--- src/hw/video_pkg.sv ---
package video_pkg;

	// decoder byte stream and pixel words
	typedef logic [7:0]  vbyte_t;            // one byte off the decoder bus
	typedef logic [15:0] rgb565_t;           // r5 g6 b5
	typedef logic [4:0]  gray_t;             // gray level, red field width

	// fixed point for the colour conversion
	typedef logic signed [20:0] fix_t;       // product and sum width
	typedef logic [9:0]         coef_t;      // 2.8 unsigned coefficient

	// ITU-R 601 style factors scaled by 256
	localparam coef_t C_Y  = 10'd298;        // 1.164
	localparam coef_t C_RV = 10'd409;        // 1.596
	localparam coef_t C_GV = 10'd208;        // 0.813
	localparam coef_t C_GU = 10'd100;        // 0.392
	localparam coef_t C_BU = 10'd516;        // 2.017

	// offsets on a byte widened by two zero bits
	localparam fix_t Y_OFS = 21'sd64;        // 16 << 2
	localparam fix_t C_OFS = 21'sd512;       // 128 << 2

	// --------------------
	// line and field geometry
	localparam int BYTES_PER_PAIR = 4;       // cb y0 cr y1
	localparam int PAIR_KEEP      = 2;       // one pair in two along a line
	localparam int LINE_KEEP      = 2;       // one line in two of the field

	localparam int FRAME_W = 180;
	localparam int FRAME_H = 120;            // bank holds FRAME_W * FRAME_H words

	typedef logic [9:0] pix_cnt_t;           // pair index in a line
	typedef logic [8:0] line_cnt_t;          // line index in a field

endpackage

--- src/hw/membus_pkg.sv ---
package membus_pkg;

	typedef logic [15:0] word_t;             // one frame RAM word
	typedef logic [15:0] maddr_t;            // full RAM address, both banks
	typedef logic [14:0] haddr_t;            // host word address inside a bank

	localparam int BANK_BIT = 15;            // top RAM address bit picks the bank

	// video write request, held stable while req is high
	typedef struct packed {
		maddr_t addr;
		word_t  data;
	} wr_req_t;

	// --------------------
	// arbiter states
	typedef enum logic [2:0] {
		IDLE,                                // nothing in progress
		VWRITE,                              // RAM write strobe
		VDONE,                               // ack up, wait for req to drop
		HREAD,                               // host address on the RAM
		HHOLD                                // host data ready, wait for rdx
	} arb_state_t;

	localparam int IRQ_CYCLES = 2;           // frame end pulse length

endpackage

--- src/hw/frame_writer.sv ---
`timescale 1ns/1ps

module frame_writer (
	input  logic                clk_llc,
	input  logic                resetx,
	input  logic                field_active,
	input  logic                pix_valid,
	input  video_pkg::rgb565_t  pix_word,
	output membus_pkg::wr_req_t wr,
	output logic                wr_req,
	input  logic                wr_ack,
	output logic                read_bank,
	output logic                irq0,
	output logic                irq1
);
	import video_pkg::*;
	import membus_pkg::*;

	logic       bank;        // bank being filled
	haddr_t     waddr;       // word offset inside the bank
	logic       field_d;
	logic       pend;        // word latched, req not yet raised
	logic [1:0] irq_cnt;
	logic       frame_end;
	logic       accept;
	logic       start;

	assign frame_end = field_d & ~field_active;
	assign accept    = pix_valid & (waddr < haddr_t'(FRAME_W * FRAME_H));  // drop past bank end
	assign start     = (accept | pend) & ~wr_req & ~wr_ack;   // four phase, ack must be low

	always_ff @(posedge clk_llc)
		if (accept)
			wr <= '{addr: maddr_t'({bank, waddr}), data: pix_word};

	always_ff @(posedge clk_llc or negedge resetx)
	begin
		if (!resetx)
		begin
			field_d   <= 1'b0;
			wr_req    <= 1'b0;
			pend      <= 1'b0;
			bank      <= 1'b0;
			read_bank <= 1'b0;
			waddr     <= '0;
			irq_cnt   <= '0;
		end
		else
		begin
			field_d <= field_active;
			pend    <= (accept | pend) & ~start;
			if (start)
				wr_req <= 1'b1;
			else if (wr_ack)
				wr_req <= 1'b0;              // ack seen, release
			// --------------------
			// frame end, swap banks
			if (frame_end)
			begin
				bank      <= ~bank;
				read_bank <= bank;           // finished bank goes to the host
				waddr     <= '0;
				irq_cnt   <= 2'(IRQ_CYCLES);
			end
			else
			begin
				if (accept)
					waddr <= waddr + 1'b1;
				if (irq_cnt != '0)
					irq_cnt <= irq_cnt - 2'd1;
			end
		end
	end

	assign irq0 = (irq_cnt != '0) & read_bank;   // bank 1 done
	assign irq1 = (irq_cnt != '0) & ~read_bank;  // bank 0 done

endmodule

--- config.mk ---
export PLATFORM = sky130hd
export DESIGN_NAME = frame_writer
export DESIGN_NICKNAME = d
export VERILOG_FILES = /design/src/hw/video_pkg.sv /design/src/hw/membus_pkg.sv /design/src/hw/frame_writer.sv
export SDC_FILE = /design/constraint.sdc
export NUM_CORES = 1
export LEC_CHECK = 0
export ABC_AREA = 1
export BUFFER_PORTS_ARGS = -buffer_cell sky130_fd_sc_hd__buf_2
export CORE_MARGIN = 1.5
export CORE_UTILIZATION = 56
export DETAILED_ROUTE_END_ITERATION = 10
export PLACE_DENSITY_LB_ADDON = 0.12
export SETUP_SLACK_MARGIN = 0.05
export SLEW_MARGIN = 20
export SYNTH_ARGS = -nofsm -noshare
export SYNTH_HDL_FRONTEND = slang
export SYNTH_SLANG_ARGS = --single-unit
--- constraint.sdc ---
create_clock -name clk_llc -period 2.63 [get_ports clk_llc]
set_input_delay 0.3945 -clock clk_llc [delete_from_list [all_inputs] [get_ports clk_llc]]
set_output_delay 0.3945 -clock clk_llc [all_outputs]
set_load 0.05 [all_outputs]
==> results.py <==
metrics = {
    "run_status": {
        "status": "complete, no violations",
    },
    "floorplan": {
        "rows": 22,
        "coreArea_um2": 3744,
        "die_h_um": 66.28,
        "dieWidth_um": 66.28,
        "dieArea_um2": 4392,
        "pin_count": 57,
        "start_util_pct": 59.89,
    },
    "synthesis": {
        "netlist_instances": 209,
        "synthTopCellsByArea": "edfxtp_1, dfrtp_1, nand2_1",
        "synth_area_leader_cell": "edfxtp_1",
        "synth_top_area_share_pct": 42.86,
        "netlist_area_um2": 2242,
        "synth.distinct_cells": 19,
        "avgSynthCellArea_um2": 10.73,
        "ys_seq_area_share_pct": 67.41,
        "synth-seq-cells": 54,
        "synth_nets": 232,
        "yosys_warnings": 0,
    },
    "placed_design": {
        "port_buffers": 56,
        "place.gp.congestion": 0.8465,
        "hpwl_um": 2988,
        "place_ws_ns": 0.6990,
        "dpl_cell_area_um2": 2575,
    },
    "cts": {
        "cts-resized-gates": 0,
        "h-tree-depth": 2,
        "clk_latency_ns": 0.30,
        "clkSlewWorstSetupHoldPaths_ns": 0.09,
        "cts_buffers": 5,
        "holdBufCountCts": 0,
        "clock_path_buffers": 2,
        "tritoncts": "built",
        "cts_sinks": 54,
        "post_cts_buffers": 0,
        "cts.root.buffer_cell": "clkbuf_8",
    },
    "setup_path": {
        "path_cells": "nand2_1 > nand2_1 > nor2_1 > nor2_2 > nor2_4 > buf_4",
        "crit_buf_inv": 1,
        "cp.arrival_ns": 1.94,
        "cp.required_ns": 2.62,
        "cp-start-kind": "register",
        "critPathKind": "reg2reg",
        "end_kind": "register",
        "path_common_cell": "nand2_1",
        "cp_slowest_cell": "dfrtp_1",
        "path_delay_family": "simple AND/OR/NAND/NOR gates",
        "critPathMaxFanout": 19,
        "slowest_delay_ns": 0.45,
    },
    "sta": {
        "worst_pin_slew_ns": 0.5211,
        "fin_setup_tns_ns": 0,
        "finClkSkew_ns": 0.005701,
        "min_period_over_period_pct": 73.89,
        "finalHoldViolCount": 0,
        "setup_viol": 0,
        "grt_setup_unrepaired": "false",
        "drv_slew": 0,
        "fmax_mhz": 514.6,
        "fin_crit_ns": 1.943,
        "timing.final.ws_setup_ns": 0.6868,
        "max-slew-margin-rel_pct": 65.18,
    },
    "job": {
        "drv_cap": 0,
    },
    "hold_path": {
        "hold_path.class": "in2async",
    },
    "finish": {
        "final_common_cell": "nand2_1",
        "drive_above_1_share_pct": 25.37,
        "nets": 294,
        "area_delta_synth_final_pct": 18.69,
        "fin_util_pct": 71.09,
        "most-common-layout-cells": "nand2_1, buf_2, edfxtp_1",
        "fin_area_um2": 2661,
        "n_antenna_cell": 0,
        "num-fill-cells": 296,
    },
    "route": {
        "vias": 1610,
        "antenna_left": 0,
        "first_pass_iters": 5,
        "via_per_inst": 5.031,
        "route.detailed.drc": 0,
        "post_drt_wl_per_cell_um": 12.71,
        "wirelength_um": 4067,
        "drt_iter0_drc": 78,
    },
    "pwr": {
        "power_w": 0.001837,
        "leakagePower_nw": 1.282,
        "ir_worst_vdd_v": 0.0005721,
        "pwr_density_cell_nw_per_um2": 690.1,
    },
    "grt": {
        "grtUsageTotal_pct": 20.58,
        "first_global_vias": 1531,
        "grt_overflow_total": 0,
        "grt_pass1_wl_um": 6748,
        "grt_start_max_net_pins": 23,
        "antenna_found_initial": 0,
    },
}
[routing by layer]
metal	part of all wire, %	global-route usage [%]	vias up
met4	1.0	7.398	0
met3	8.3	3.407	6
met1	43	25.50	725
met2	48	36.25	63
met5	0	0	-
li1	-	-	816
[path summary, 6_finish.rpt]
kind                                      start                     to  slack (ns)  cells past startpoint
max                        waddr[5]$_DFFE_PN0P_       wr[11]$_DFFE_PP_        0.69                      6
min in group clk_llc               field_active      field_d$_DFF_PN0_        0.22                      1
max reg2reg                waddr[5]$_DFFE_PN0P_       wr[11]$_DFFE_PP_        0.69                      6
min                                      resetx  waddr[14]$_DFFE_PN0P_        0.04                      1
max in group asynchronous                resetx   waddr[2]$_DFFE_PN0P_        2.25                      1
min reg2reg                    bank$_DFFE_PN0P_       bank$_DFFE_PN0P_        0.50                      1
[through the flow]
| step | hold WS [ns] | std cells |
|---|---|---|
| after floorplan | 0.09891 | 209 |
| after global placement | 0.3970 | 312 |
| after detailed placement | 0.3906 | 312 |
| after CTS | 0.06377 | 320 |
| after global routing | 0.09035 | 320 |
| final | 0.04444 | 320 |
[logic make-up after synthesis]
logic type               count (synthesis)  synth area share [%]
AND/OR/NAND/NOR                        117                 22.94
flip-flops                              54                 67.41
buffers and inverters                   23                 4.353
XOR/XNOR                                 7                 2.734
AO/OA/AOI/OAI                            6                 1.451
adder cells (fa/ha/maj)                  2                 1.116
[power by group]
group / total, W / leakage [nW] / switching (W) / internal (W)
Sequential: 0.00102 / 0.621 / 0.0000430 / 0.000976
Clock: 0.000443 / 0.0452 / 0.000255 / 0.000188
Combinational: 0.000374 / 0.616 / 0.000281 / 0.0000935
[layout make-up]
cell class	instances	area [µm²]	area share (%)
Tap cell	48	60.06	2.257
Clock inverter	2	13.76	0.5172
Sequential cell	54	1511	56.79
Timing Repair Buffer	58	295.3	11.10
Inverter	20	75.07	2.821
Clock buffer	6	72.57	2.727
Multi-Input combinational cell	132	633.1	23.79
[state kept, by name, summed over array words and instances (netlist names)]
name and flops:
wr_req 1, waddr 15, irq_cnt 2, pend 1, bank 1, field_d 1, read_bank 1, wr 32
[synthesized netlist by cell type (all sizes together)]
library cell and n:
nand2 64, nand4 13, dfrtp 22, clkbuf 1
ha 2, a22oi 1, nand3b 1, xnor2 2
nor2 24, xor2 5, a21oi 1, buf 2
inv 20, o21ai 4, nand3 15, edfxtp 32
No activity file was read; power rests on OpenSTA's default activity.
