[config.mk]
export PLATFORM = sky130hd
export DESIGN_NAME = ycbcr_convert
export DESIGN_NICKNAME = d
export VERILOG_FILES = /design/src/hw/video_pkg.sv /design/src/hw/ycbcr_convert.sv
export SDC_FILE = /design/constraint.sdc
export NUM_CORES = 1
export LEC_CHECK = 0
export ABC_AREA = 1
export BUFFER_PORTS_ARGS = -buffer_cell sky130_fd_sc_hd__buf_2
export CAP_MARGIN = 10
export CORE_AREA = 10 10 175 177
export CTS_BUF_LIST = sky130_fd_sc_hd__clkbuf_4 sky130_fd_sc_hd__clkbuf_8
export CTS_CLUSTER_SIZE = 40
export DETAILED_ROUTE_END_ITERATION = 10
export DIE_AREA = 0 0 185 187
export PLACE_DENSITY = 0.67
export SYNTH_ARGS = -nofsm -noshare
export SYNTH_HDL_FRONTEND = slang
export SYNTH_SLANG_ARGS = --single-unit
[constraint.sdc]
create_clock -name clk_llc -period 11.8 [get_ports clk_llc]
set_clock_uncertainty 0.15 [all_clocks]
set_input_delay 2.36 -clock clk_llc [delete_from_list [all_inputs] [get_ports clk_llc]]
set_output_delay 2.36 -clock clk_llc [all_outputs]
set_load 0.02 [all_outputs]
[src/hw/video_pkg.sv]
package video_pkg;

	// decoder byte stream and pixel words
	typedef logic [7:0]  vbyte_t;            // one byte off the decoder bus
	typedef logic [15:0] rgb565_t;           // r5 g6 b5
	typedef logic [4:0]  gray_t;             // gray level, red field width

	// fixed point for the colour conversion
	typedef logic signed [20:0] fix_t;       // product and sum width
	typedef logic [9:0]         coef_t;      // 2.8 unsigned coefficient

	// ITU-R 601 style factors scaled by 256
	localparam coef_t C_Y  = 10'd298;        // 1.164
	localparam coef_t C_RV = 10'd409;        // 1.596
	localparam coef_t C_GV = 10'd208;        // 0.813
	localparam coef_t C_GU = 10'd100;        // 0.392
	localparam coef_t C_BU = 10'd516;        // 2.017

	// offsets on a byte widened by two zero bits
	localparam fix_t Y_OFS = 21'sd64;        // 16 << 2
	localparam fix_t C_OFS = 21'sd512;       // 128 << 2

	// --------------------
	// line and field geometry
	localparam int BYTES_PER_PAIR = 4;       // cb y0 cr y1
	localparam int PAIR_KEEP      = 2;       // one pair in two along a line
	localparam int LINE_KEEP      = 2;       // one line in two of the field

	localparam int FRAME_W = 180;
	localparam int FRAME_H = 120;            // bank holds FRAME_W * FRAME_H words

	typedef logic [9:0] pix_cnt_t;           // pair index in a line
	typedef logic [8:0] line_cnt_t;          // line index in a field

endpackage

[src/hw/ycbcr_convert.sv]
`timescale 1ns/1ps

module ycbcr_convert (
	input  logic               clk_llc,
	input  logic               resetx,
	input  video_pkg::vbyte_t  vbyte,
	input  logic [1:0]         byte_phase,
	input  logic               keep_pair,
	output logic               pix_valid,
	output video_pkg::rgb565_t pix_word
);
	import video_pkg::*;

	vbyte_t     cb_r;
	vbyte_t     y0_r;
	vbyte_t     cr_r;
	fix_t       x_p;         // stage 1 products
	fix_t       a_p;
	fix_t       g1_p;
	fix_t       g2_p;
	fix_t       bc_p;
	fix_t       r_s;         // stage 2 sums
	fix_t       g_s;
	fix_t       b_s;
	logic [5:0] r_c;
	logic [5:0] g_c;
	logic [5:0] b_c;
	gray_t      gray;
	logic       v1;
	logic       v2;

	// coefficient times (byte*4 - offset)
	function automatic fix_t scale(input coef_t c, input vbyte_t v, input fix_t ofs);
		fix_t diff;
		diff = fix_t'({v, 2'b00}) - ofs;
		return fix_t'({1'b0, c}) * diff;
	endfunction

	// bits 17:12 with floor at 0 and saturation above bit 17
	function automatic logic [5:0] clamp6(input fix_t v);
		logic [5:0] res;
		if (v[20])
			res = '0;
		else if (v[19:18] != 2'b00)
			res = '1;
		else
			res = v[17:12];
		return res;
	endfunction

	// --------------------
	// datapath, payload only
	always_ff @(posedge clk_llc)
	begin
		case (byte_phase)
			2'd0: cb_r <= vbyte;
			2'd1: y0_r <= vbyte;
			2'd2: cr_r <= vbyte;
			default: ;                           // y1 not needed
		endcase
		if (keep_pair)                           // y1 cycle, cr already latched
		begin
			x_p  <= scale(C_Y,  y0_r, Y_OFS);
			a_p  <= scale(C_RV, cr_r, C_OFS);
			g1_p <= scale(C_GV, cr_r, C_OFS);
			g2_p <= scale(C_GU, cb_r, C_OFS);
			bc_p <= scale(C_BU, cb_r, C_OFS);
		end
		if (v1)
		begin
			r_s <= x_p + a_p;
			g_s <= x_p - g1_p - g2_p;
			b_s <= x_p + bc_p;
		end
		if (v2)
			pix_word <= {gray, gray, 1'b0, gray};
	end

	// r and b use the upper five of the same six bits
	assign r_c  = clamp6(r_s);
	assign g_c  = clamp6(g_s);
	assign b_c  = clamp6(b_s);
	assign gray = gray_t'(r_c[5:3]) + gray_t'(g_c[5:2]) + gray_t'(b_c[5:4]);  // r/4 + g/4 + b/8

	always_ff @(posedge clk_llc or negedge resetx)
	begin
		if (!resetx)
		begin
			v1        <= 1'b0;
			v2        <= 1'b0;
			pix_valid <= 1'b0;
		end
		else
		begin
			v1        <= keep_pair;
			v2        <= v1;
			pix_valid <= v2;                     // keep_pair + 3
		end
	end

endmodule

==> metrics.md <==
| Metric | Value |
|---|---|
| First-pass DRT Iterations | 5 |
| Post-cts sizing count | 0 |
| Slew margin rel. | 32.7% |
| Worst slew pin tran | 1010 ps |
| Area growth from synthesis to layout | 7.59% |
| Worst slack, placed | roughly 7100 ps |
| Crit path from | y0_r[4] |
| Yosys top cell by area | edfxtp_1 |
| Global-route wire length before repair | about 40 mm |
| Port bufs | 28 |
| Syn Nets | between 1500 and 2000 |
| R2r setup slk | 7010 ps |
| Antenna-violating nets left | 0 |
| Sequential area share after synthesis | 32.5% |
| Fill cells | 2612 |
| Top post-synthesis cells by area | edfxtp_1 32%, ha_1 21%, fa_1 11% |
| Final worst slack | roughly 7000 ps |
| Post-synth cell types | 37 |
| Reg-to-Reg Start | y0_r[4] |
| CTS tree | done |
| Fin. Hold Viols | 0 |
| DR WL/cell | 14.0 µm |
| Critical Path Source Type | register |
| Worst reg2reg path depth | 19 |
| Pwr Density | approximately 250 nW/µm² |
| Post-layout util | 46.3% |
| Placed inst area | 12300 µm² |
| # rows | 61 |
| CP arrival | 4850 ps |
| Initial antenna violation count | 0 |
| Die Y | 187 µm |
| Post-CTS Setup Bufs | 0 |
| Most common cell in the synthesized netlist | nand2_1 |
| Clk sinks | 128 |
| Worst Setup EP | x_p[20] |
| Path category of the worst min-delay check | reg2reg |
| Largest net degree at the start of global routing | 80 |
| Fmax | between 0.2 and 0.25 GHz |
| Finished Cell Area | ~13000 µm² |
| Post-synth top area share | 31.9% |
| Post-Layout Cell Count | 1701 |
| Max IR drop VDD | 117 µV |
| Final setup viols | 0 |
| Critical Path RT | 11860 ps |
| Vias in the first global route | around 8400 |
| Clock buffer depth | 2 |
| Placed Cells | 1669 |
| I/O pin total | 30 |
| Synth Register Bits | approximately 130 |
| EDFF count, synth | ~130 |
| Clock Root Buffer | clkbuf_8 |
| Setup_tns | 0 ps |
| GRT Total Usage | between 10% and 20% |
| Avg Cell Area, Syn | between 9 and 10 µm² |
| Synth top cells by count | 282 x nand2_1, 249 x inv_1, 196 x ha_1 |
| Fraction of layout cells with a size suffix above 1 | about 5% |
| DPL Wire Length | between 15 and 20 mm |
| Cells after Synth | 1307 |
| H-tree depth | 4 |
| Fin nets | around 1600 |
| Vias/cell | 4.94 |
| Vias post-DR | 8400 |
| Post-route minimum period | 4790 ps |
| Max Cap Violations | 0 |
| Mapped Area | 11800 µm² |
| Clock transition at path regs | 90 ps |
| Hold buffers post-CTS | 0 |
| Die area | 34600 µm² |
| Worst reg2reg path endpoint | x_p[20] |
| Crit Path Max Fanout | 11 |
| DR DRC count | 0 |
| Routed WL | roughly 24 mm |
| Max-slew violation count | 0 |
| Core area | 27300 µm² |
| Fin crit share | 40.6% |
| Clock latency on the worst-skew pair | 470 ps |
| Antenna diodes | 0 |
| Unrepaired setup endpoints after global routing | false |
| Initial Util | 43.1% |
| Most used DFF post-synth | edfxtp_1 |
| YS warnings | 0 |
| Async SR Flop Fraction | 2.34% |
| CTS buffer count | 17 |
| Static leakage | 0.00641 µW |
| Critical path type | reg2reg |
| Crit end category | register |
| GP Congestion | 0.927 |
| Die width | about 190 µm |
| Outcome | complete, no violations |
| Overflow after GRT | 0 |
| Initial DRC Count | 434 |
## cells in the final DEF, fill, tap and decap left out, drive strengths merged, types with 5 or more instances in the layout
cell type	count
a21oi	83
buf	29
clkbuf	17
edfxtp	125
fa	65
ha	196
inv	258
nand2	283
nand3	60
nand3b	5
nand4	8
nor2	84
nor3	9
o21ai	30
o21bai	10
or2	5
xnor2	19
xor2	40
## worst min path at each step
| stage | from | endpoint | slack [ps] | cells past startpoint |
|---|---|---|---|---|
| final | v2 | pix_valid | 380 | 0 |
| after global routing | y0_r[0] | x_p[3] | 420 | 0 |
| after CTS | v2 | pix_valid | 380 | 0 |
| after detailed placement | v2 | pix_valid | 370 | 0 |
| after global placement | v2 | pix_valid | 360 | 0 |
| after floorplan | cr_r[1] | a_p[3] | 310 | 0 |
## final cells by class
type / instances / area [µm²] / share of cell area [%]
multi-input combinational: 917 / 6910 / 54.6
clock inverter: 15 / 171 / 1.35
inverter: 249 / 935 / 7.38
timing repair buffer: 29 / 150 / 1.19
sequential: 128 / 3830 / 30.2
tap: 346 / 433 / 3.42
clock buffer: 17 / 234 / 1.85
## worst max-delay path, stage by stage, from the launching register on
cell and delay [ps]:
edfxtp_1 370, inv_1 170, ha_1 220, nand3_1 390
inv_1 370, ha_1 310, ha_1 320, inv_1 70
fa_1 430, fa_1 540, inv_1 50, ha_1 350
a21oi_1 210, nand2_1 120, nand2_1 70, nand2_1 80
nand2_1 70, nand2_1 60, nand2_1 60, o21ai_0 100
## power breakdown
| group | leakage [µW] | internal [µW] | switching, µW | total (µW) |
|---|---|---|---|---|
| Sequential | 0.00126 | 727 | 100 | 827 |
| Clock | 0.000207 | 195 | 201 | 396 |
| Combinational | 0.00495 | 741 | 1220 | 1960 |
| Total | 0.00641 | 1660 | 1520 | 3180 |
## metal layers
layer	global-route usage, %	share of wire, %	wire, µm
met1	18.1	46	11100
met5	0	0	0
met3	2.74	4.0	956
met4	4.94	2.5	592
met2	23.8	47	11200
## metrics by stage
step,power [µW],hold WS [ps]
after CTS,3200,384
after floorplan,2340,311
after detailed placement,2790,365
after global placement,2740,356
after global routing,3560,418
final,3180,377
## sequential cells by signal, summed over array words and instances, names as in the netlist
register and flops:
cb_r 8, y0_r 8, v2 1, cr_r 8, v1 1, bc_p 17
pix_valid 1, x_p 18, g_s 7, a_p 19, r_s 6, pix_word 5
g2_p 12, g1_p 12, b_s 5
## cells by family (layout without fill, tap and decap cells)
group / Yosys count / in the layout / synth area share, %
other cells: 1 / 1 / 0.0319
fa+ha+maj: 261 / 261 / 31.9
xor+xnor: 59 / 59 / 4.39
flops: 128 / 128 / 32.5
compound gates: 139 / 139 / 6.47
simple gates: 457 / 457 / 15.9
buf+inv: 262 / 310 / 8.75
Power figures use the tool's default switching activity.
