$ cat src/hw/video_pkg.sv
package video_pkg;

	// decoder byte stream and pixel words
	typedef logic [7:0]  vbyte_t;            // one byte off the decoder bus
	typedef logic [15:0] rgb565_t;           // r5 g6 b5
	typedef logic [4:0]  gray_t;             // gray level, red field width

	// fixed point for the colour conversion
	typedef logic signed [20:0] fix_t;       // product and sum width
	typedef logic [9:0]         coef_t;      // 2.8 unsigned coefficient

	// ITU-R 601 style factors scaled by 256
	localparam coef_t C_Y  = 10'd298;        // 1.164
	localparam coef_t C_RV = 10'd409;        // 1.596
	localparam coef_t C_GV = 10'd208;        // 0.813
	localparam coef_t C_GU = 10'd100;        // 0.392
	localparam coef_t C_BU = 10'd516;        // 2.017

	// offsets on a byte widened by two zero bits
	localparam fix_t Y_OFS = 21'sd64;        // 16 << 2
	localparam fix_t C_OFS = 21'sd512;       // 128 << 2

	// --------------------
	// line and field geometry
	localparam int BYTES_PER_PAIR = 4;       // cb y0 cr y1
	localparam int PAIR_KEEP      = 2;       // one pair in two along a line
	localparam int LINE_KEEP      = 2;       // one line in two of the field

	localparam int FRAME_W = 180;
	localparam int FRAME_H = 120;            // bank holds FRAME_W * FRAME_H words

	typedef logic [9:0] pix_cnt_t;           // pair index in a line
	typedef logic [8:0] line_cnt_t;          // line index in a field

endpackage

$ cat src/hw/capture_timing.sv
`timescale 1ns/1ps

module capture_timing (
	input  logic              clk_llc,
	input  logic              resetx,
	input  logic              vref,
	input  logic              href,
	input  logic              odd,
	input  video_pkg::vbyte_t vpo,
	output logic [1:0]        byte_phase,
	output logic              keep_pair,
	output video_pkg::vbyte_t vbyte,
	output logic              field_active
);
	import video_pkg::*;

	logic      href_r;      // href aligned with vbyte
	logic      href_d;      // previous href_r, for the line edge
	logic [1:0] byte_cnt;
	pix_cnt_t  pair_cnt;
	line_cnt_t line_cnt;

	// input register, the byte itself carries no control
	always_ff @(posedge clk_llc)
		vbyte <= vpo;

	always_ff @(posedge clk_llc or negedge resetx)
	begin
		if (!resetx)
		begin
			href_r       <= 1'b0;
			href_d       <= 1'b0;
			field_active <= 1'b0;
			byte_cnt     <= '0;
			pair_cnt     <= '0;
			line_cnt     <= '1;
		end
		else
		begin
			href_r       <= href;
			href_d       <= href_r;
			field_active <= vref & odd;          // odd field only
			// byte and pair position, cleared in horizontal blank
			if (!href_r)
			begin
				byte_cnt <= '0;
				pair_cnt <= '0;
			end
			else
			begin
				byte_cnt <= (byte_cnt == 2'(BYTES_PER_PAIR - 1)) ? '0 : byte_cnt + 2'd1;
				if (byte_cnt == 2'(BYTES_PER_PAIR - 1))
					pair_cnt <= pair_cnt + 1'b1;
			end
			// all ones outside the field, so the first line counts as 0
			if (!field_active)
				line_cnt <= '1;
			else if (href_r && !href_d)
				line_cnt <= line_cnt + 1'b1;
		end
	end

	assign byte_phase = byte_cnt;

	// on the y1 byte of an even pair in an even line
	assign keep_pair = field_active & href_r & (byte_cnt == 2'(BYTES_PER_PAIR - 1)) &
		(pair_cnt % PAIR_KEEP == 0) & (line_cnt % LINE_KEEP == 0);

endmodule

$ cat config.mk
export PLATFORM = sky130hd
export DESIGN_NAME = capture_timing
export DESIGN_NICKNAME = d
export VERILOG_FILES = /design/src/hw/video_pkg.sv /design/src/hw/capture_timing.sv
export SDC_FILE = /design/constraint.sdc
export NUM_CORES = 1
export LEC_CHECK = 0
export ABC_CLOCK_PERIOD_IN_PS = 3200
export BUFFER_PORTS_ARGS = -buffer_cell sky130_fd_sc_hd__clkbuf_2
export CAP_MARGIN = 20
export CORE_AREA = 5 5 42 44
export DETAILED_ROUTE_END_ITERATION = 8
export DIE_AREA = 0 0 47 49
export GPL_TIMING_DRIVEN = 0
export HOLD_SLACK_MARGIN = 0.1
export PLACE_DENSITY = 0.69
export SLEW_MARGIN = 20
export SYNTH_ARGS = -nofsm -noshare
export SYNTH_HDL_FRONTEND = slang
export SYNTH_SLANG_ARGS = --single-unit
$ cat constraint.sdc
create_clock -name clk_llc -period 3.2 [get_ports clk_llc]
set_clock_uncertainty 0.1 [all_clocks]
set_input_delay 0.32 -clock clk_llc [delete_from_list [all_inputs] [get_ports clk_llc]]
set_output_delay 0.32 -clock clk_llc [all_outputs]
set_load 0.02 [all_outputs]
==> impl_metrics.json, run 1 <==
{
  "initial_core_utilization_pct": 31.87,
  "clock_tree.htree_level_count": 1,
  "worst-path-buf-inv": 1,
  "cts_repair_resize_count": 0,
  "post_synth_num_cell_types": 12,
  "worst_path_dominant_cell_family": "flip-flops",
  "synthesis.area_sq_um": 446.7,
  "detail_route.first_pass.iterations": 4,
  "filler_cell_count": 129,
  "r2r_slack_ps": 2040,
  "design_internal_power_uw": 271.8,
  "fmax_mhz": 585.6,
  "post_drt_wl_per_cell_um": 11.33,
  "antenna_left": 0,
  "synth-warning-count": 0,
  "wl_um": 906,
  "ys_seq_elements": 15,
  "clkPwrFrac_pct": 28.7,
  "synth.area.top_cells": "sky130_fd_sc_hd__dfxtp_1 36%, sky130_fd_sc_hd__dfrtp_1 34%, sky130_fd_sc_hd__dfstp_2 5.9%, sky130_fd_sc_hd__and2_1 4.2%, sky130_fd_sc_hd__nor4bb_2 3.6%",
  "viasPerCell": 4.150,
  "synthesized_instance_count": 26,
  "fp.coreArea_sq_um": 1401,
  "static-leakage-power_nw": 0.3714,
  "period_minus_slack_ps": 1708,
  "worst_hold_path_type": "in2reg",
  "overflow_left_after_global_routing": 0,
  "mappedNetlistNets": 40,
  "power_per_cell_area_nw_per_um2": 500.8,
  "critPathLaunchType": "register",
  "fin_hold_ws_ps": 154.0,
  "worst_path_largest_cell_delay_ps": 380,
  "die_area_sq_um": 2303,
  "clock_sink_count": 15,
  "cts-buffers-inserted": 3,
  "required_ps": 2780,
  "avgSynthCellArea_sq_um": 17.18,
  "clk_pin_slew_ps": 90,
  "timing.critical_path.to_type": "output port",
  "drt_iter0_drc": 2,
  "synth_largest_area_cell": "sky130_fd_sc_hd__dfxtp_1",
  "timing_worst_setup_path_type": "reg2out",
  "yosys.area.top_type_share_pct": 35.85,
  "maxCapViolCount": 0,
  "hold_viol": 0,
  "register_area_sq_um": 336.6,
  "tritoncts_clock_tree": "yes",
  "place_worst_setup_slack_ps": 1784,
  "p_seq_share_pct": 57.7,
  "antenna_violations_before_repair": 0,
  "io_buffers": 24,
  "drc_violations_left": 0,
  "worst_ir_drop_vdd_v": 0.0003087,
  "clock_tree.root_cell": "sky130_fd_sc_hd__clkbuf_4",
  "worstPathCellList": "ha_1 -> nor4bb_2 -> clkbuf_2",
  "max-slew-margin-rel_pct": 86.22,
  "timing_worst_slew_pin_value_ps": 203.8,
  "vias": 332,
  "p_switching_uw": 85.99,
  "ys_seq_area_share_pct": 75.35,
  "buffers_from_clock_root_to_sink_at_most": 2,
  "grt_pass1_wl_um": 1497,
  "layout-drive-gt1-share_pct": 51.56,
  "finish.net_count": 79,
  "first_global_vias": 369,
  "fp-row-count": 14,
  "die_h_um": 49,
  "place.gp.congestion": 0.5832,
  "switching_portion_of_total_power_pct": 24.03,
  "grt_max_degree": 10,
  "timing.final.ws_setup_ps": 1492,
  "slew_viol_final": 0,
  "finalSetupViolations": 0,
  "die_width_um": 47,
  "combinationalPowerShare_pct": 13.6,
  "track_usage_pct": 9.377,
  "antenna_diode_count": 0,
  "grt_setup_unrepaired": "false",
  "slowest_stage": "sky130_fd_sc_hd__dfrtp_1",
  "area_growth_syn_to_layout_pct": 59.94,
  "worst_ep_arrival_time_ps": 1290,
  "multiInputGateArea_sq_um": 110.1,
  "post-route-period-util_pct": 53.36,
  "path_max_fanout": 3,
  "outcome": "completed",
  "top_level_ports": 25,
  "finalSetupTns_ps": 0,
  "cts_setup_buffers": 0,
  "clk-insertion-delay-late_ps": 280,
  "cts.hold.buffers_added": 10
}
## stage by stage
stage	power [mW]	util, %	cell area, sq um	cells
after CTS	0.3602	50.98	714.4	80
after floorplan	0.2306	-	446.7	26
after global placement	0.2490	41.88	586.8	66
final	0.3578	50.98	714.4	80
after detailed placement	0.2502	41.88	586.8	66
after global routing	0.3758	50.98	714.4	80
## kinds of logic after synthesis
group | share of synthesized area, %
xor gates and xnor gates | 1.961
and+or+nand+nor | 16.53
muxes | 3.360
adders and majority gates | 2.801
DFF | 75.35
## cell usage after synthesis
master / count
sky130_fd_sc_hd__dfrtp_1: 6
sky130_fd_sc_hd__and2_1: 3
sky130_fd_sc_hd__mux2_4: 1
sky130_fd_sc_hd__nor3b_1: 1
sky130_fd_sc_hd__dfxtp_1: 8
sky130_fd_sc_hd__dfstp_2: 1
sky130_fd_sc_hd__nand2_1: 1
sky130_fd_sc_hd__nor2b_4: 1
sky130_fd_sc_hd__xor2_1: 1
sky130_fd_sc_hd__ha_1: 1
sky130_fd_sc_hd__nor4bb_2: 1
sky130_fd_sc_hd__nand2b_4: 1
## worst paths after layout
check                              start       endpoint  depth (start not counted)
setup reg to reg           byte_phase[0]    pair_cnt[0]                          3
max in group asynchronous         resetx    line_cnt[0]                          2
hold / removal                       odd   field_active                          2
setup / recovery           byte_phase[0]      keep_pair                          3
hold reg to reg            byte_phase[0]  byte_phase[0]                          1
min in group asynchronous         resetx    pair_cnt[0]                          2
## metal layers
| layer | GRT usage, % | part of all wire, % | up-vias |
|---|---|---|---|
| met5 | 0 | 0 | - |
| met4 | 5.530 | 1.5 | 0 |
| met3 | 4.797 | 11 | 2 |
| met2 | 13.35 | 47 | 22 |
| met1 | 10.88 | 40 | 149 |
| li1 | - | - | 159 |
## worst reg2reg max path, cell delays in order (launching register included)
cell and delay [ps]:
sky130_fd_sc_hd__dfrtp_1 410, sky130_fd_sc_hd__ha_1 240, sky130_fd_sc_hd__xor2_1 170, sky130_fd_sc_hd__and2_1 150
## final cells by class
| class | instances | area share (%) |
|---|---|---|
| flip-flops and latches | 15 | 47.11 |
| repair buffers | 34 | 30.82 |
| multi-input cells | 11 | 15.41 |
| clock buffers | 3 | 3.152 |
| well taps | 16 | 2.802 |
| clock inverters | 1 | 0.7005 |
## power groups by stage
stage	logic, mW	clock network [mW]	registers [mW]
floorplan	0.00919	0	0.221
finish	0.0488	0.103	0.206
detailed placement	0.0397	0	0.211
CTS	0.0492	0.105	0.207
global placement	0.0390	0	0.210
global route	0.0537	0.114	0.208
## state kept, by name, indices dropped and copies added, names as in the netlist
register and count:
vbyte 8, byte_phase 2, field_active 1, href_d 1, href_r 1, line_cnt 1, pair_cnt 1
## layout by cell type, fill, tap and decap left out, types with 3 or more instances in the layout
master                          netlist  final
sky130_fd_sc_hd__clkbuf_4             0      3
sky130_fd_sc_hd__and2_1               3      3
sky130_fd_sc_hd__dlygate4sd3_1        0     10
sky130_fd_sc_hd__dfxtp_1              8      8
sky130_fd_sc_hd__clkbuf_2             0     24
sky130_fd_sc_hd__dfrtp_1              6      6
Note: power is estimated with default switching activity, not from simulation.
==> run 2: changes to the inputs <==
--- a/config.mk
+++ b/config.mk
@@ -5,7 +5,7 @@
 export SDC_FILE = /design/constraint.sdc
 export NUM_CORES = 1
 export LEC_CHECK = 0
-export ABC_CLOCK_PERIOD_IN_PS = 3200
+export ABC_CLOCK_PERIOD_IN_PS = 1750
 export BUFFER_PORTS_ARGS = -buffer_cell sky130_fd_sc_hd__clkbuf_2
 export CAP_MARGIN = 20
 export CORE_AREA = 5 5 42 44
==> constraint.sdc (replaced) <==
create_clock -name clk_llc -period 1.75 [get_ports clk_llc]
set_clock_uncertainty 0.1 [all_clocks]
set_input_delay 0.175 -clock clk_llc [delete_from_list [all_inputs] [get_ports clk_llc]]
set_output_delay 0.175 -clock clk_llc [all_outputs]
set_load 0.02 [all_outputs]
==> run 2 against run 1 <==
Effect of this change: first-iteration DRC count unchanged; final area is 2.8% higher; clock power rose by 83%; core utilization increased by 1.4 points; non-clock buffer count grew 2; sequential cell count did not move; via count increased by 2.4%; global-route usage unchanged; worst setup slack worse by 1300 ps; critical path type unchanged; critical endpoint unchanged.
==> impl_metrics.json, run 2 (synthesis gave the netlist of run 1 again) <==
{
  "antenna_left": 0,
  "static-leakage-power_nw": 0.3812,
  "timing.final.ws_setup_ps": 187.4,
  "wl_um": 916,
  "timing_worst_slew_pin_value_ps": 203.8,
  "period_minus_slack_ps": 1563,
  "grt_pass1_wl_um": 1497,
  "finish.net_count": 81,
  "grt_setup_unrepaired": "false",
  "clock_tree.root_cell": "sky130_fd_sc_hd__clkbuf_4",
  "layout_commonest_cell": "sky130_fd_sc_hd__clkbuf_2",
  "tritoncts_clock_tree": "yes",
  "stdcell_area_sq_um": 734.5,
  "place_area_sq_um": 586.8,
  "die_h_um": 49,
  "drc_violations_left": 0,
  "worst_ep_arrival_time_ps": 1290,
  "io_buffers": 24,
  "fmax_mhz": 639.9,
  "detail_route.first_pass.iterations": 4,
  "die_area_sq_um": 2303,
  "max_ffs_per_register": 8,
  "maxCapViolCount": 0,
  "fp-row-count": 14,
  "max-slew-margin-rel_pct": 86.22,
  "die_width_um": 47,
  "outcome": "completed",
  "place_worst_setup_slack_ps": 479.4,
  "crit-reg2reg-launch": "byte_phase[0]",
  "top_level_ports": 25,
  "mostFrequentLayoutCells": "24 x sky130_fd_sc_hd__clkbuf_2, 12 x sky130_fd_sc_hd__dlygate4sd3_1, 8 x sky130_fd_sc_hd__dfxtp_1",
  "clk-insertion-delay-late_ps": 280,
  "required_ps": 1470,
  "vias": 340,
  "post_drt_wl_per_cell_um": 11.17,
  "cts-buffers-inserted": 3,
  "drt_iter0_drc": 2,
  "critical_path.reg2reg.endpoint": "pair_cnt[0]",
  "power_per_cell_area_nw_per_um2": 895.4,
  "area_growth_syn_to_layout_pct": 64.43,
  "timing.critical_path.to_type": "output port",
  "r2r_slack_ps": 590,
  "fp.coreArea_sq_um": 1401,
  "first_global_vias": 369,
  "track_usage_pct": 9.377,
  "critPathLaunchType": "register",
  "worst_hold_path_type": "in2async",
  "hold_viol": 0,
  "initial_core_utilization_pct": 31.87,
  "layout-drive-gt1-share_pct": 50.00,
  "grt_max_degree": 10,
  "worst_setup_path_startpoint": "byte_phase[0]",
  "post-route-period-util_pct": 89.29,
  "timing_worst_setup_path_type": "reg2out",
  "place.gp.congestion": 0.5832,
  "finalSetupViolations": 0,
  "finalSetupTns_ps": 0,
  "filler_cell_count": 128,
  "overflow_left_after_global_routing": 0,
  "cts_setup_buffers": 0,
  "worstRegToRegCells": 3,
  "antenna_diode_count": 0,
  "clock_sink_count": 15,
  "viasPerCell": 4.146,
  "clk_pin_slew_ps": 90,
  "max_flop_register": "vbyte",
  "buffers_from_clock_root_to_sink_at_most": 2,
  "worst_ir_drop_vdd_v": 0.0005646,
  "slew_viol_final": 0,
  "register_area_sq_um": 336.6,
  "path_max_fanout": 3,
  "multiInputGateArea_sq_um": 110.1,
  "crit_end": "keep_pair",
  "antenna_violations_before_repair": 0,
  "clock_tree.htree_level_count": 1
}
==> run 2: cell types whose count changed in the layout (fill, tap and decap cells not counted) <==
| cell | delta |
|---|---|
| sky130_fd_sc_hd__dlygate4sd3_1 | +2 |
==> run 2: stage by stage <==
step	util [%]	cells	power (mW)	hold WS (ps)
3_3_place_gp	41.88	66	0.4554	-85.60
4_1_cts	52.41	82	0.6622	154.2
2_1_floorplan	-	26	0.4217	-220.6
6_report	52.41	82	0.6577	152.4
3_5_place_dp	41.88	66	0.4576	-83.74
5_1_grt	52.41	82	0.6907	168.3
==> run 2: worst min-delay path by stage <==
| stage | from | endpoint | slack (ps) | cells past startpoint |
|---|---|---|---|---|
| after global placement | resetx | byte_phase[0] | -90 | 1 |
| after floorplan | resetx | byte_phase[0] | -220 | 0 |
| final | resetx | pair_cnt[0] | 150 | 2 |
| after CTS | resetx | byte_phase[0] | 150 | 2 |
| after global routing | resetx | href_d | 170 | 2 |
| after detailed placement | resetx | byte_phase[0] | -80 | 1 |
==> run 2: final cells by class <==
class | instances | area share [%]
clock buffers | 3 | 3.066
repair buffers | 36 | 32.71
clock inverters | 1 | 0.6814
flip-flops and latches | 15 | 45.83
multi-input cells | 11 | 14.99
well taps | 16 | 2.726
==> run 2: per-layer routing <==
layer / track usage (%) / share of wire, % / up-vias
met1: 10.88 / 40 / 153
li1: - / - / 163
met4: 5.530 / 1.5 / 0
met2: 13.35 / 47 / 22
met5: 0 / 0 / -
met3: 4.797 / 11 / 2
==> run 2: repair_timing <==
item,4_1_cts,5_1_grt
gates resized for setup,0,0
hold buffers,12,0
hold endpoints to repair,17,0
==> run 2: worst max-delay path, stage by stage, from the launching register on <==
cell and delay [ps]:
sky130_fd_sc_hd__dfrtp_1 380, sky130_fd_sc_hd__ha_1 210, sky130_fd_sc_hd__nor4bb_2 210, sky130_fd_sc_hd__clkbuf_2 210
==> run 2: power by group <==
group          switching (mW)  leakage [nW]  internal [mW]  total (mW)
Sequential             0.0117         0.154          0.366       0.377
Combinational          0.0430         0.210         0.0497      0.0927
Clock                   0.103        0.0177         0.0846       0.188
Total                   0.158         0.381          0.500       0.658
