`src/hw/membus_pkg.sv`:
```
package membus_pkg;

	typedef logic [15:0] word_t;             // one frame RAM word
	typedef logic [15:0] maddr_t;            // full RAM address, both banks
	typedef logic [14:0] haddr_t;            // host word address inside a bank

	localparam int BANK_BIT = 15;            // top RAM address bit picks the bank

	// video write request, held stable while req is high
	typedef struct packed {
		maddr_t addr;
		word_t  data;
	} wr_req_t;

	// --------------------
	// arbiter states
	typedef enum logic [2:0] {
		IDLE,                                // nothing in progress
		VWRITE,                              // RAM write strobe
		VDONE,                               // ack up, wait for req to drop
		HREAD,                               // host address on the RAM
		HHOLD                                // host data ready, wait for rdx
	} arb_state_t;

	localparam int IRQ_CYCLES = 2;           // frame end pulse length

endpackage

```
`src/hw/mem_arbiter.sv`:
```
`timescale 1ns/1ps

module mem_arbiter (
	input  logic                clk_llc,
	input  logic                resetx,
	input  membus_pkg::wr_req_t wr,
	input  logic                wr_req,
	output logic                wr_ack,
	input  logic                read_bank,
	input  logic                csx,
	input  logic                rdx,
	input  membus_pkg::haddr_t  haddr,
	output membus_pkg::word_t   rd_data,
	output logic                waitx,
	output membus_pkg::maddr_t  ram_addr,
	output logic                ram_we,
	output membus_pkg::word_t   ram_wdata,
	input  membus_pkg::word_t   ram_rdata
);
	import membus_pkg::*;

	arb_state_t state;
	arb_state_t state_nx;
	logic       rd_valid;    // rd_data holds this access's word
	logic       host_rd;
	maddr_t     host_addr;

	assign host_rd = ~csx & ~rdx & ~rd_valid;

	// host reads always go to the last finished bank
	always_comb
	begin
		host_addr                 = '0;
		host_addr[BANK_BIT]       = read_bank;
		host_addr[BANK_BIT - 1:0] = haddr;
	end

	// --------------------
	// next state, video first
	always_comb
	begin
		state_nx = state;
		case (state)
			IDLE:   if (wr_req) state_nx = VWRITE;
				else if (host_rd) state_nx = HREAD;
			VWRITE: state_nx = VDONE;
			VDONE:  if (!wr_req) state_nx = IDLE;      // req dropped, ack follows
			HREAD:  state_nx = HHOLD;
			HHOLD:  if (wr_req) state_nx = VWRITE;     // ram is free here
				else if (csx || rdx) state_nx = IDLE;
			default: state_nx = IDLE;
		endcase
	end

	always_ff @(posedge clk_llc or negedge resetx)
	begin
		if (!resetx)
		begin
			state    <= IDLE;
			rd_valid <= 1'b0;
			rd_data  <= '0;
		end
		else
		begin
			state <= state_nx;
			if (csx || rdx)
				rd_valid <= 1'b0;               // strobe gone, access over
			else if (state == HHOLD && !rd_valid)
			begin
				rd_valid <= 1'b1;
				rd_data  <= ram_rdata;          // registered read from HREAD
			end
		end
	end

	assign ram_we    = (state == VWRITE);
	assign ram_addr  = ram_we ? wr.addr : host_addr;
	assign ram_wdata = wr.data;
	assign wr_ack    = (state == VDONE);
	assign waitx     = csx | rdx | rd_valid;  // low only while a read is pending

endmodule

```
`config.mk`:
```
export PLATFORM = sky130hd
export DESIGN_NAME = mem_arbiter
export DESIGN_NICKNAME = d
export VERILOG_FILES = /design/src/hw/membus_pkg.sv /design/src/hw/mem_arbiter.sv
export SDC_FILE = /design/constraint.sdc
export NUM_CORES = 1
export LEC_CHECK = 0
export BUFFER_PORTS_ARGS = -buffer_cell sky130_fd_sc_hd__buf_2
export CAP_MARGIN = 25
export CORE_AREA = 2 2 59 61
export CTS_CLUSTER_SIZE = 16
export DETAILED_ROUTE_END_ITERATION = 8
export DIE_AREA = 0 0 61 63
export PLACE_DENSITY = 0.83
export RECOVER_POWER = 100
export SKIP_CTS_REPAIR_TIMING = 1
export SLEW_MARGIN = 20
export SYNTH_ARGS = -nofsm -noshare
export SYNTH_HDL_FRONTEND = slang
export SYNTH_SLANG_ARGS = --single-unit
```
`constraint.sdc`:
```
create_clock -name clk_llc -period 4.7 [get_ports clk_llc]
set_input_delay 0.235 -clock clk_llc [delete_from_list [all_inputs] [get_ports clk_llc]]
set_output_delay 0.235 -clock clk_llc [all_outputs]
set_load 0.01 [all_outputs]
```
==> results of run 1 <==
==> metal layers <==
metal / global-route usage, % / part of all wire [%] / vias up
li1: - / - / 444
met1: 15.01 / 36 / 436
met2: 25.67 / 53 / 67
met3: 4.762 / 8.7 / 6
met4: 8.152 / 2.7 / 0
met5: 0 / 0 / -
==> through the flow <==
step	setup WS [ns]	hold WS, ns	util [%]	std cells	power [uW]
5_1_grt	1.589	0.1238	45.37	209	711.5
2_1_floorplan	3.044	-0.06059	-	88	505.4
3_3_place_gp	2.533	0.2125	46.73	201	612.3
3_5_place_dp	2.742	0.2176	47.08	202	627.3
6_report	1.860	0.1483	45.37	209	659.6
4_1_cts	2.388	-0.1240	48.20	206	731.1
==> layout make-up <==
cell class | instances | area, um^2
timing repair buffer | 89 | 405.4
sequential | 20 | 500.5
clock buffer | 4 | 36.28
multi-input combinational | 48 | 461.7
fill | 339 | 1765
tap | 46 | 57.56
antenna | 2 | 5.005
==> flip-flops by register name (all words and copies together), names as in the netlist <==
name	flops
rd_data	16
state	3
rd_valid	1
==> path summary, 6_finish.rpt <==
kind / startpoint / to / slack (ns)
min in group asynchronous: resetx / rd_data[13]$_DFFE_PN0P_ / 0.65
max reg2reg: state[1]$_DFFE_PN0P_ / rd_data[14]$_DFFE_PN0P_ / 2.78
min: ram_rdata[10] / rd_data[10]$_DFFE_PN0P_ / 0.15
max: state[2]$_DFFE_PN0P_ / ram_addr[2] / 1.86
max in group asynchronous: resetx / state[0]$_DFFE_PN0P_ / 3.40
min reg2reg: rd_data[6]$_DFFE_PN0P_ / rd_data[6]$_DFFE_PN0P_ / 0.50
==> where the power goes <==
part / leakage [uW] / switching (uW) / internal (uW)
logic: 0.000424 / 144 / 145
clock network: 0.0000210 / 51.7 / 47.2
registers: 0.000261 / 40.1 / 231
==> logic make-up after synthesis <==
kind of cell,Yosys count,share of synthesized area [%]
compound gates,4,2.346
buf+inv,20,13.75
flops,20,42.64
mux,32,33.90
simple gates,12,7.355
==> synth_stat cells <==
cell / instances
nor2_1: 3
a31oi_1: 1
mux2_2: 22
o21ai_0: 1
nor3_1: 1
buf_12: 1
mux2_4: 10
buf_6: 1
o21a_1: 1
nand2_1: 1
buf_2: 2
nor3b_1: 2
dfrtp_1: 20
or3_4: 1
nor3b_2: 1
o41ai_1: 1
nor4_1: 1
nand2b_4: 1
buf_4: 16
nand3b_1: 1
==> worst reg2reg max path, delay by kind of cell (launching register included) <==
| family | cells | cell delay (ns) |
|---|---|---|
| DFF | 1 | 0.47 |
| and+or+nand+nor | 2 | 0.84 |
| muxes | 1 | 0.50 |
==> reports/results.ini, run 1 <==
[status]
status = completed

[sta]
max_freq_mhz = 352.2
setup_violations = 0
maxSlewViolCount = 0
tns_ns = 0
finalCritPeriodShare_pct = 60.42
worst_pin_slew_ns = 1.078
period_minus_slack_ns = 2.840
relSlewSlack_pct = 28.12
rsz0062_at_grt = false
hold_violations = 0
fin_worst_skew_ns = 0.005012

[global_route]
antenna_found_initial = 2
grt_max_degree = 21
grt_pass1_wl_um = 4250
grt_use_total_pct = 14.81
grt_pass1_vias = 954
gr-total-overflow = 0

[place]
place_hpwl_um = 2216
portBuffers = 87
place.gp.congestion = 0.8148
placed_area_um2 = 1521

[route]
drtAntennaViolNets = 0
avgRoutedWirePerCell_um = 12.86
via_count = 953
avgViaCountPerCell = 4.560
route.detailed.drc = 0
wl_um = 2687
drt_iter0_markers = 15
drtPass1Iterations = 2

[clocking]
root_buffer = clkbuf_4
clkTransAtPathRegs_ns = 0.11
clk_path_buf_depth = 2
cts_tree = done
htreeDepth = 1
cts_sinks = 20
clock_latency_ns = 0.29
cts_inserted_buffers = 3

[critical_path]
crit_fanout = 10
crit_required_ns = 4.47
cp.arrival_ns = 2.60
crit_cells = 4
path_class = register to output port
cpMostUsedCell = clkbuf_1
start_kind = register
cp_num_buf_inv = 2
cp_slowest_cell = nor3b_1
ff2ff_path_depth = 3
path_cells = nor3b_1 -> clkbuf_1 -> mux2_2 -> clkbuf_1
end_kind = output port
crit_family = simple AND/OR/NAND/NOR gates
slowest_delay_ns = 0.88

[floorplanning]
core-area_um2 = 3232
chipWidth_um = 61
rows = 21
initial_core_util_pct = 36.31
die_y_um = 63
dieArea_um2 = 3843
ios = 120

[synth]
syn_inst = 88
synth_area_leaders = dfrtp_1 (43%), mux2_2 (21%), mux2_4 (13%)
synth_area_per_cell_um2 = 13.34
synth_nets = 157
yosysSeqAreaShare_pct = 42.64
ys.warnings.count = 0
synth_cell_type_count = 20
synth_top_area_cell = dfrtp_1
synth_seq_cells = 20
yosysTopAreaCellShare_pct = 42.64
syn_area_um2 = 1174

[hold_path]
holdPathStages = 2
min_path_type = input pin to register

[power_and_ir_drop]
p_per_area_nw_per_um2 = 449.8
ir_worst_vdd_mv = 0.1693
p_leak_uw = 0.0007064

[cells_and_area]
num-nets-final = 231
syn2layout_area_growth_pct = 24.95
mostFrequentLayoutCells = buf_2 (52), clkbuf_1 (36), mux2_2 (22), dfrtp_1 (20), mux2_1 (10)
fin_area_um2 = 1466
drive_gt1_share_pct = 49.07
mostFrequentLayoutCell = buf_2

[run]
cap_violations = 0

Power figures use the tool's default switching activity.
==> inputs of run 2 (changes only) <==
- CORE_AREA: 2 2 59 61 -> 2 2 64 66
- DIE_AREA: 0 0 61 63 -> 0 0 66 68
- PLACE_DENSITY: 0.83 -> 0.75
- clock period: 4.7 -> 2.3 ns (I/O delays scaled with it)
==> run 2 against run 1 <==
Effect of this change: sequential cell count is the same; via count is 1.8% lower; setup slack lost 1.4 ns; sequential share of layout area is 0.26 points lower; die area increased by 17%; sequential power rose by 110%; global-route usage down 3.2 points; combinational power up 110%; count of clock-buffer cells in the layout decreased by 1; non-clock buffer count did not move; cell count rose by 0.48%; first-iteration DRC count fell by 53%; highest routed layer unchanged.
==> reports/results.ini, run 2 (synthesis gave the netlist of run 1 again) <==
[clocking]
clkTransAtPathRegs_ns = 0.07  ; -0.04 ns
clk_path_buf_depth = 2  ; unchanged
cts_tree = done
cts_sinks = 20  ; unchanged
root_buffer = clkbuf_8
cts_inserted_buffers = 3  ; unchanged
htreeDepth = 1  ; unchanged
clock_latency_ns = 0.25  ; -0.04 ns

[critical_path]
cp.arrival_ns = 1.68  ; -0.92 ns
path_class = register to output port
r2r_slack_ns = 0.57  ; -2.21 ns
start_kind = register
end_kind = output port
crit_fanout = 18  ; +8
crit_required_ns = 2.18  ; -2.29 ns

[route]
avgRoutedWirePerCell_um = 12.19  ; -5.2%
drtAntennaViolNets = 0  ; unchanged
wl_um = 2559  ; -4.8%
route.detailed.drc = 0  ; unchanged
drt_iter0_markers = 7  ; -8
drtPass1Iterations = 2  ; unchanged
via_count = 936  ; -1.8%
avgViaCountPerCell = 4.457  ; -2.3%

[floorplanning]
dieArea_um2 = 4488  ; +17%
chipWidth_um = 66  ; +8.2%
initial_core_util_pct = 30.43  ; -5.9 points
die_y_um = 68  ; +7.9%
core-area_um2 = 3856  ; +19%
ios = 120  ; unchanged
rows = 23  ; +9.5%

[cells_and_area]
regMostFlops = rd_data
num-nets-final = 231  ; unchanged
mostFrequentLayoutCells = buf_2 (53), clkbuf_1 (34), mux2_2 (22), dfrtp_1 (20), mux2_1 (9)
largest_reg_flops = 16  ; unchanged
reg_top3 = rd_data (16), state (3), rd_valid (1)
drive_gt1_share_pct = 50.63  ; +1.6 points
n_fill_cell = 421  ; +24%
mostFrequentLayoutCell = buf_2
diodes = 0  ; -2
syn2layout_area_growth_pct = 25.91

[sta]
hold_violations = 0  ; unchanged
worst_pin_slew_ns = 1.130  ; +0.05211 ns
max_freq_mhz = 556.0
rsz0062_at_grt = false
tns_ns = 0  ; unchanged
relSlewSlack_pct = 24.64  ; -3.5 points
maxSlewViolCount = 0  ; unchanged
finalCritPeriodShare_pct = 78.20
period_minus_slack_ns = 1.799
fin_worst_skew_ns = 0.002773  ; -0.002238 ns
setup_violations = 0  ; unchanged
whs_ns = 0.07303  ; -0.07523 ns

[power_and_ir_drop]
p_leak_uw = 0.0007159  ; +1.3%
ir_worst_vdd_mv = 0.4103  ; +140%
p_per_area_nw_per_um2 = 933.8  ; +110%

[place]
portBuffers = 87  ; unchanged
place.gp.congestion = 0.7252  ; -11%
place_hpwl_um = 2101  ; -5.2%

[global_route]
grt_pass1_vias = 903  ; -5.3%
antenna_found_initial = 0  ; -2
grt_max_degree = 21  ; unchanged
gr-total-overflow = 0  ; unchanged
grt_pass1_wl_um = 3822  ; -10%
grt_use_total_pct = 11.65  ; -3.2 points

[run]
cap_violations = 0  ; unchanged

[hold_path]
min_path_type = input pin to register

[status]
status = completed

run 2: cell types whose count changed in the layout (fill, tap and decap cells not counted), sizes merged:
| cell | before | now |
|---|---|---|
| buf | 52 | 54 |
| clkbuf | 40 | 37 |
| diode | 2 | 0 |
run 2: critical path, cell delays in order (launching register included):
cell     delay, ns
dfrtp_1       0.44
nor3b_1       0.24
buf_4         0.27
mux2_2        0.35
buf_2         0.13
run 2: worst paths after layout:
path / cells past startpoint / start / endpoint
worst max-delay path: 4 / state[2]$_DFFE_PN0P_ / ram_addr[9]
min in group asynchronous: 2 / resetx / rd_data[7]$_DFFE_PN0P_
worst min-delay path: 2 / ram_rdata[9] / rd_data[9]$_DFFE_PN0P_
max in group asynchronous: 2 / resetx / state[2]$_DFFE_PN0P_
worst max register to register: 3 / state[0]$_DFFE_PN0P_ / rd_data[10]$_DFFE_PN0P_
worst min register to register: 1 / rd_data[8]$_DFFE_PN0P_ / rd_data[8]$_DFFE_PN0P_
run 2: cell type report:
cell class	instances	area, um^2	share of cell area, %
flip-flops and latches	20	500.5	33.87
multi-input cells	48	462.9	31.33
repair buffers	89	410.4	27.77
well taps	50	62.56	4.234
clock buffers	3	41.29	2.794
run 2: metal layers:
layer / vias up / part of all wire [%] / GRT usage [%] / wire length [um]
met3: 12 / 11 / 3.783 / 290
met5: - / 0 / 0 / 0
met2: 64 / 48 / 21.09 / 1226
met4: 0 / 2.5 / 7.143 / 63
met1: 420 / 38 / 11.66 / 978
li1: 440 / - / - / -
run 2: stage by stage:
stage,instances,util (%),power (uW),setup slack [ns],cell area (um^2)
finish,210,38.32,1380,0.5015,1478
global placement,206,39.49,1261,0.7938,1523
detailed placement,206,39.49,1277,0.7891,1523
CTS,209,40.56,1515,0.5085,1564
floorplan,88,-,1033,0.7527,1174
global route,210,38.32,1486,0.3589,1478
run 2: where the power goes:
part | internal [uW] | switching [uW] | total, uW
Combinational | 306 | 293 | 600
Clock | 116 | 108 | 224
Sequential | 473 | 82.3 | 556
Total | 896 | 484 | 1380
==> inputs of run 3 (changes only) <==
- CORE_AREA: 2 2 64 66 -> 2 2 61 63
- DIE_AREA: 0 0 66 68 -> 0 0 63 65
- PLACE_DENSITY: 0.75 -> 0.78
- clock period: 2.3 -> 1.7 ns (I/O delays scaled with it)
==> run 3 against run 2 <==
Effect of this change: the flow now finishes with violations (negative setup slack); critical path depth unchanged; final area increased by 16%; routed wire length up 22%; sequential share of layout area fell by 4.3 points; count of clock-buffer cells in the layout did not move; setup slack got worse by 0.54 ns; worst hold slack worse by 0.061 ns; non-clock buffer count rose by 14; sequential power increased by 38%.
==> reports/results.ini, run 3 (synthesis gave the netlist of run 1 again) <==
[sta]
worst_pin_slew_ns = 1.116  ; -0.01435 ns
maxSlewViolCount = 0  ; unchanged
fin_ws_ns = -0.03673  ; -0.5382 ns
fin_worst_skew_ns = 0.001338  ; -0.001435 ns
setup_violations = 16  ; +16
rsz0062_at_grt = true
relSlewSlack_pct = 25.60  ; +0.96 points
hold_violations = 0  ; unchanged
period_minus_slack_ns = 1.737
finalCritPeriodShare_pct = 102.2
max_freq_mhz = 575.8

[route]
avgViaCountPerCell = 4.484  ; +0.61%
drtPass1Iterations = 3  ; +1
avgRoutedWirePerCell_um = 14.01  ; +15%
via_count = 1000  ; +6.8%
route.detailed.drc = 0  ; unchanged
drt_iter0_markers = 3  ; -4
drtAntennaViolNets = 0  ; unchanged
wl_um = 3124  ; +22%

[cells_and_area]
mostFrequentLayoutCells = buf_2 (67), mux2_2 (22), clkbuf_1 (17), dfrtp_1 (17), dlygate4sd3_1 (12)
num-nets-final = 245  ; +6.1%
fin_cells = 223  ; +6.2%
drive_gt1_share_pct = 66.67  ; +16 points
mostFrequentLayoutCell = buf_2
reg_top3 = rd_data (16), state (3), rd_valid (1)
syn2layout_area_growth_pct = 45.52
largest_reg_flops = 16  ; unchanged
regMostFlops = rd_data

[global_route]
grt_pass1_wl_um = 4588  ; +20%
gr-total-overflow = 0  ; unchanged
antenna_found_initial = 1  ; +1
grt_pass1_vias = 1022  ; +13%
grt_use_total_pct = 14.77  ; +3.1 points
grt_max_degree = 21  ; unchanged

[floorplanning]
die_y_um = 65  ; -4.4%
initial_core_util_pct = 33.57  ; +3.1 points
core-area_um2 = 3496  ; -9.3%
rows = 22  ; -4.3%
ios = 120  ; unchanged
dieArea_um2 = 4095  ; -8.8%
chipWidth_um = 63  ; -4.5%

[power_and_ir_drop]
combPwrFrac_pct = 51.9  ; +8.4 points
seq_power_share_pct = 37.1  ; -3.2 points
ir_worst_vdd_mv = 0.6615  ; +61%
p_leak_uw = 0.0008722  ; +22%
p_sw_share_pct = 34.66  ; -0.40 points
p_per_area_nw_per_um2 = 1210  ; +30%
clockPowerShare_pct = 10.9  ; -5.4 points
internal-power_uw = 1350  ; +51%
p_switching_uw = 716.3  ; +48%

[critical_path]
cp_num_buf_inv = 2  ; unchanged
crit_required_ns = 1.62  ; -0.56 ns
path_class = register to output port
crit_fanout = 18  ; unchanged
start_kind = register
cp_slowest_cell = dfrtp_2
end_kind = output port
ff2ff_path_depth = 4  ; +1
path_cells = nor3b_4 -> buf_12 -> mux2_2 -> buf_2
crit_family = flip-flops
crit_cells = 4  ; unchanged
slowest_delay_ns = 0.46  ; +0.02 ns
cp.arrival_ns = 1.65  ; -0.03 ns

[place]
place.gp.congestion = 0.7760  ; +7.0%
place_inst = 204  ; -0.97%
place_hpwl_um = 2362  ; +12%
portBuffers = 87  ; unchanged
dp_slack_ns = 0.1836  ; -0.6056 ns

[hold_path]
min_path_type = input pin to register
holdPathStages = 2  ; unchanged

[clocking]
clock_latency_ns = 0.29  ; +0.04 ns
clk_path_buf_depth = 2  ; unchanged
htreeDepth = 1  ; unchanged
clkTransAtPathRegs_ns = 0.11  ; +0.04 ns
cts_tree = done
cts_sinks = 20  ; unchanged
cts_inserted_buffers = 3  ; unchanged
root_buffer = clkbuf_4

[run]
cap_violations = 0  ; unchanged

[status]
status = finished, violations left
violations = negative setup slack

run 3: cell count changes in the layout (fill, tap and decap cells not counted), moves of 9 or more:
cell,before,now
clkbuf_1,34,17
buf_2,53,67
dlygate4sd3_1,1,12
mux2_1,9,0
mux2_4,1,10
run 3: final timing paths:
| check | to | startpoint | slack [ns] |
|---|---|---|---|
| hold / removal | rd_data[15]$_DFFE_PN0P_ | ram_rdata[15] | 0.01 |
| hold reg to reg | rd_data[2]$_DFFE_PN0P_ | rd_data[2]$_DFFE_PN0P_ | 0.52 |
| min in group asynchronous | rd_data[10]$_DFFE_PN0P_ | resetx | 0.51 |
| setup / recovery | ram_addr[7] | state[1]$_DFFE_PN0P_ | -0.04 |
| max in group asynchronous | state[2]$_DFFE_PN0P_ | resetx | 0.46 |
| setup reg to reg | rd_data[7]$_DFFE_PN0P_ | state[1]$_DFFE_PN0P_ | 0.10 |
run 3: metrics by stage:
| step | util [%] | power, uW | TNS, ns | instance area, um^2 | hold WS, ns |
|---|---|---|---|---|---|
| 2_1_floorplan | - | 1397 | 0 | 1174 | -0.2106 |
| 3_3_place_gp | 43.84 | 1743 | 0 | 1533 | 0.05128 |
| 3_5_place_dp | 43.84 | 1770 | 0 | 1533 | 0.06855 |
| 4_1_cts | 44.49 | 2008 | -1.385 | 1555 | -0.2719 |
| 5_1_grt | 48.85 | 2206 | -1.679 | 1708 | -0.001242 |
| 6_report | 48.85 | 2067 | -0.4005 | 1708 | 0.01163 |
run 3: area by class of cell:
| type | count | area [um^2] |
|---|---|---|
| antenna | 1 | 2.502 |
| multi-input combinational | 48 | 523.0 |
| timing repair buffer | 103 | 595.6 |
| fill | 346 | 1788 |
| sequential | 20 | 504.2 |
| clock buffer | 3 | 22.52 |
| tap | 48 | 60.06 |
run 3: power groups by stage:
| stage | Combinational, uW | Sequential [uW] | Clock (uW) |
|---|---|---|---|
| 2_1_floorplan | 579 | 818 | 0 |
| 3_3_place_gp | 983 | 760 | 0 |
| 3_5_place_dp | 1000 | 769 | 0 |
| 4_1_cts | 1000 | 760 | 243 |
| 5_1_grt | 1150 | 789 | 268 |
| 6_report | 1070 | 767 | 226 |
run 3: per-layer routing:
| metal | track usage (%) | share of wire, % |
|---|---|---|
| met1 | 14.33 | 35 |
| met2 | 27.93 | 55 |
| met3 | 4.688 | 8.9 |
| met4 | 7.500 | 0.70 |
| met5 | 0 | 0 |
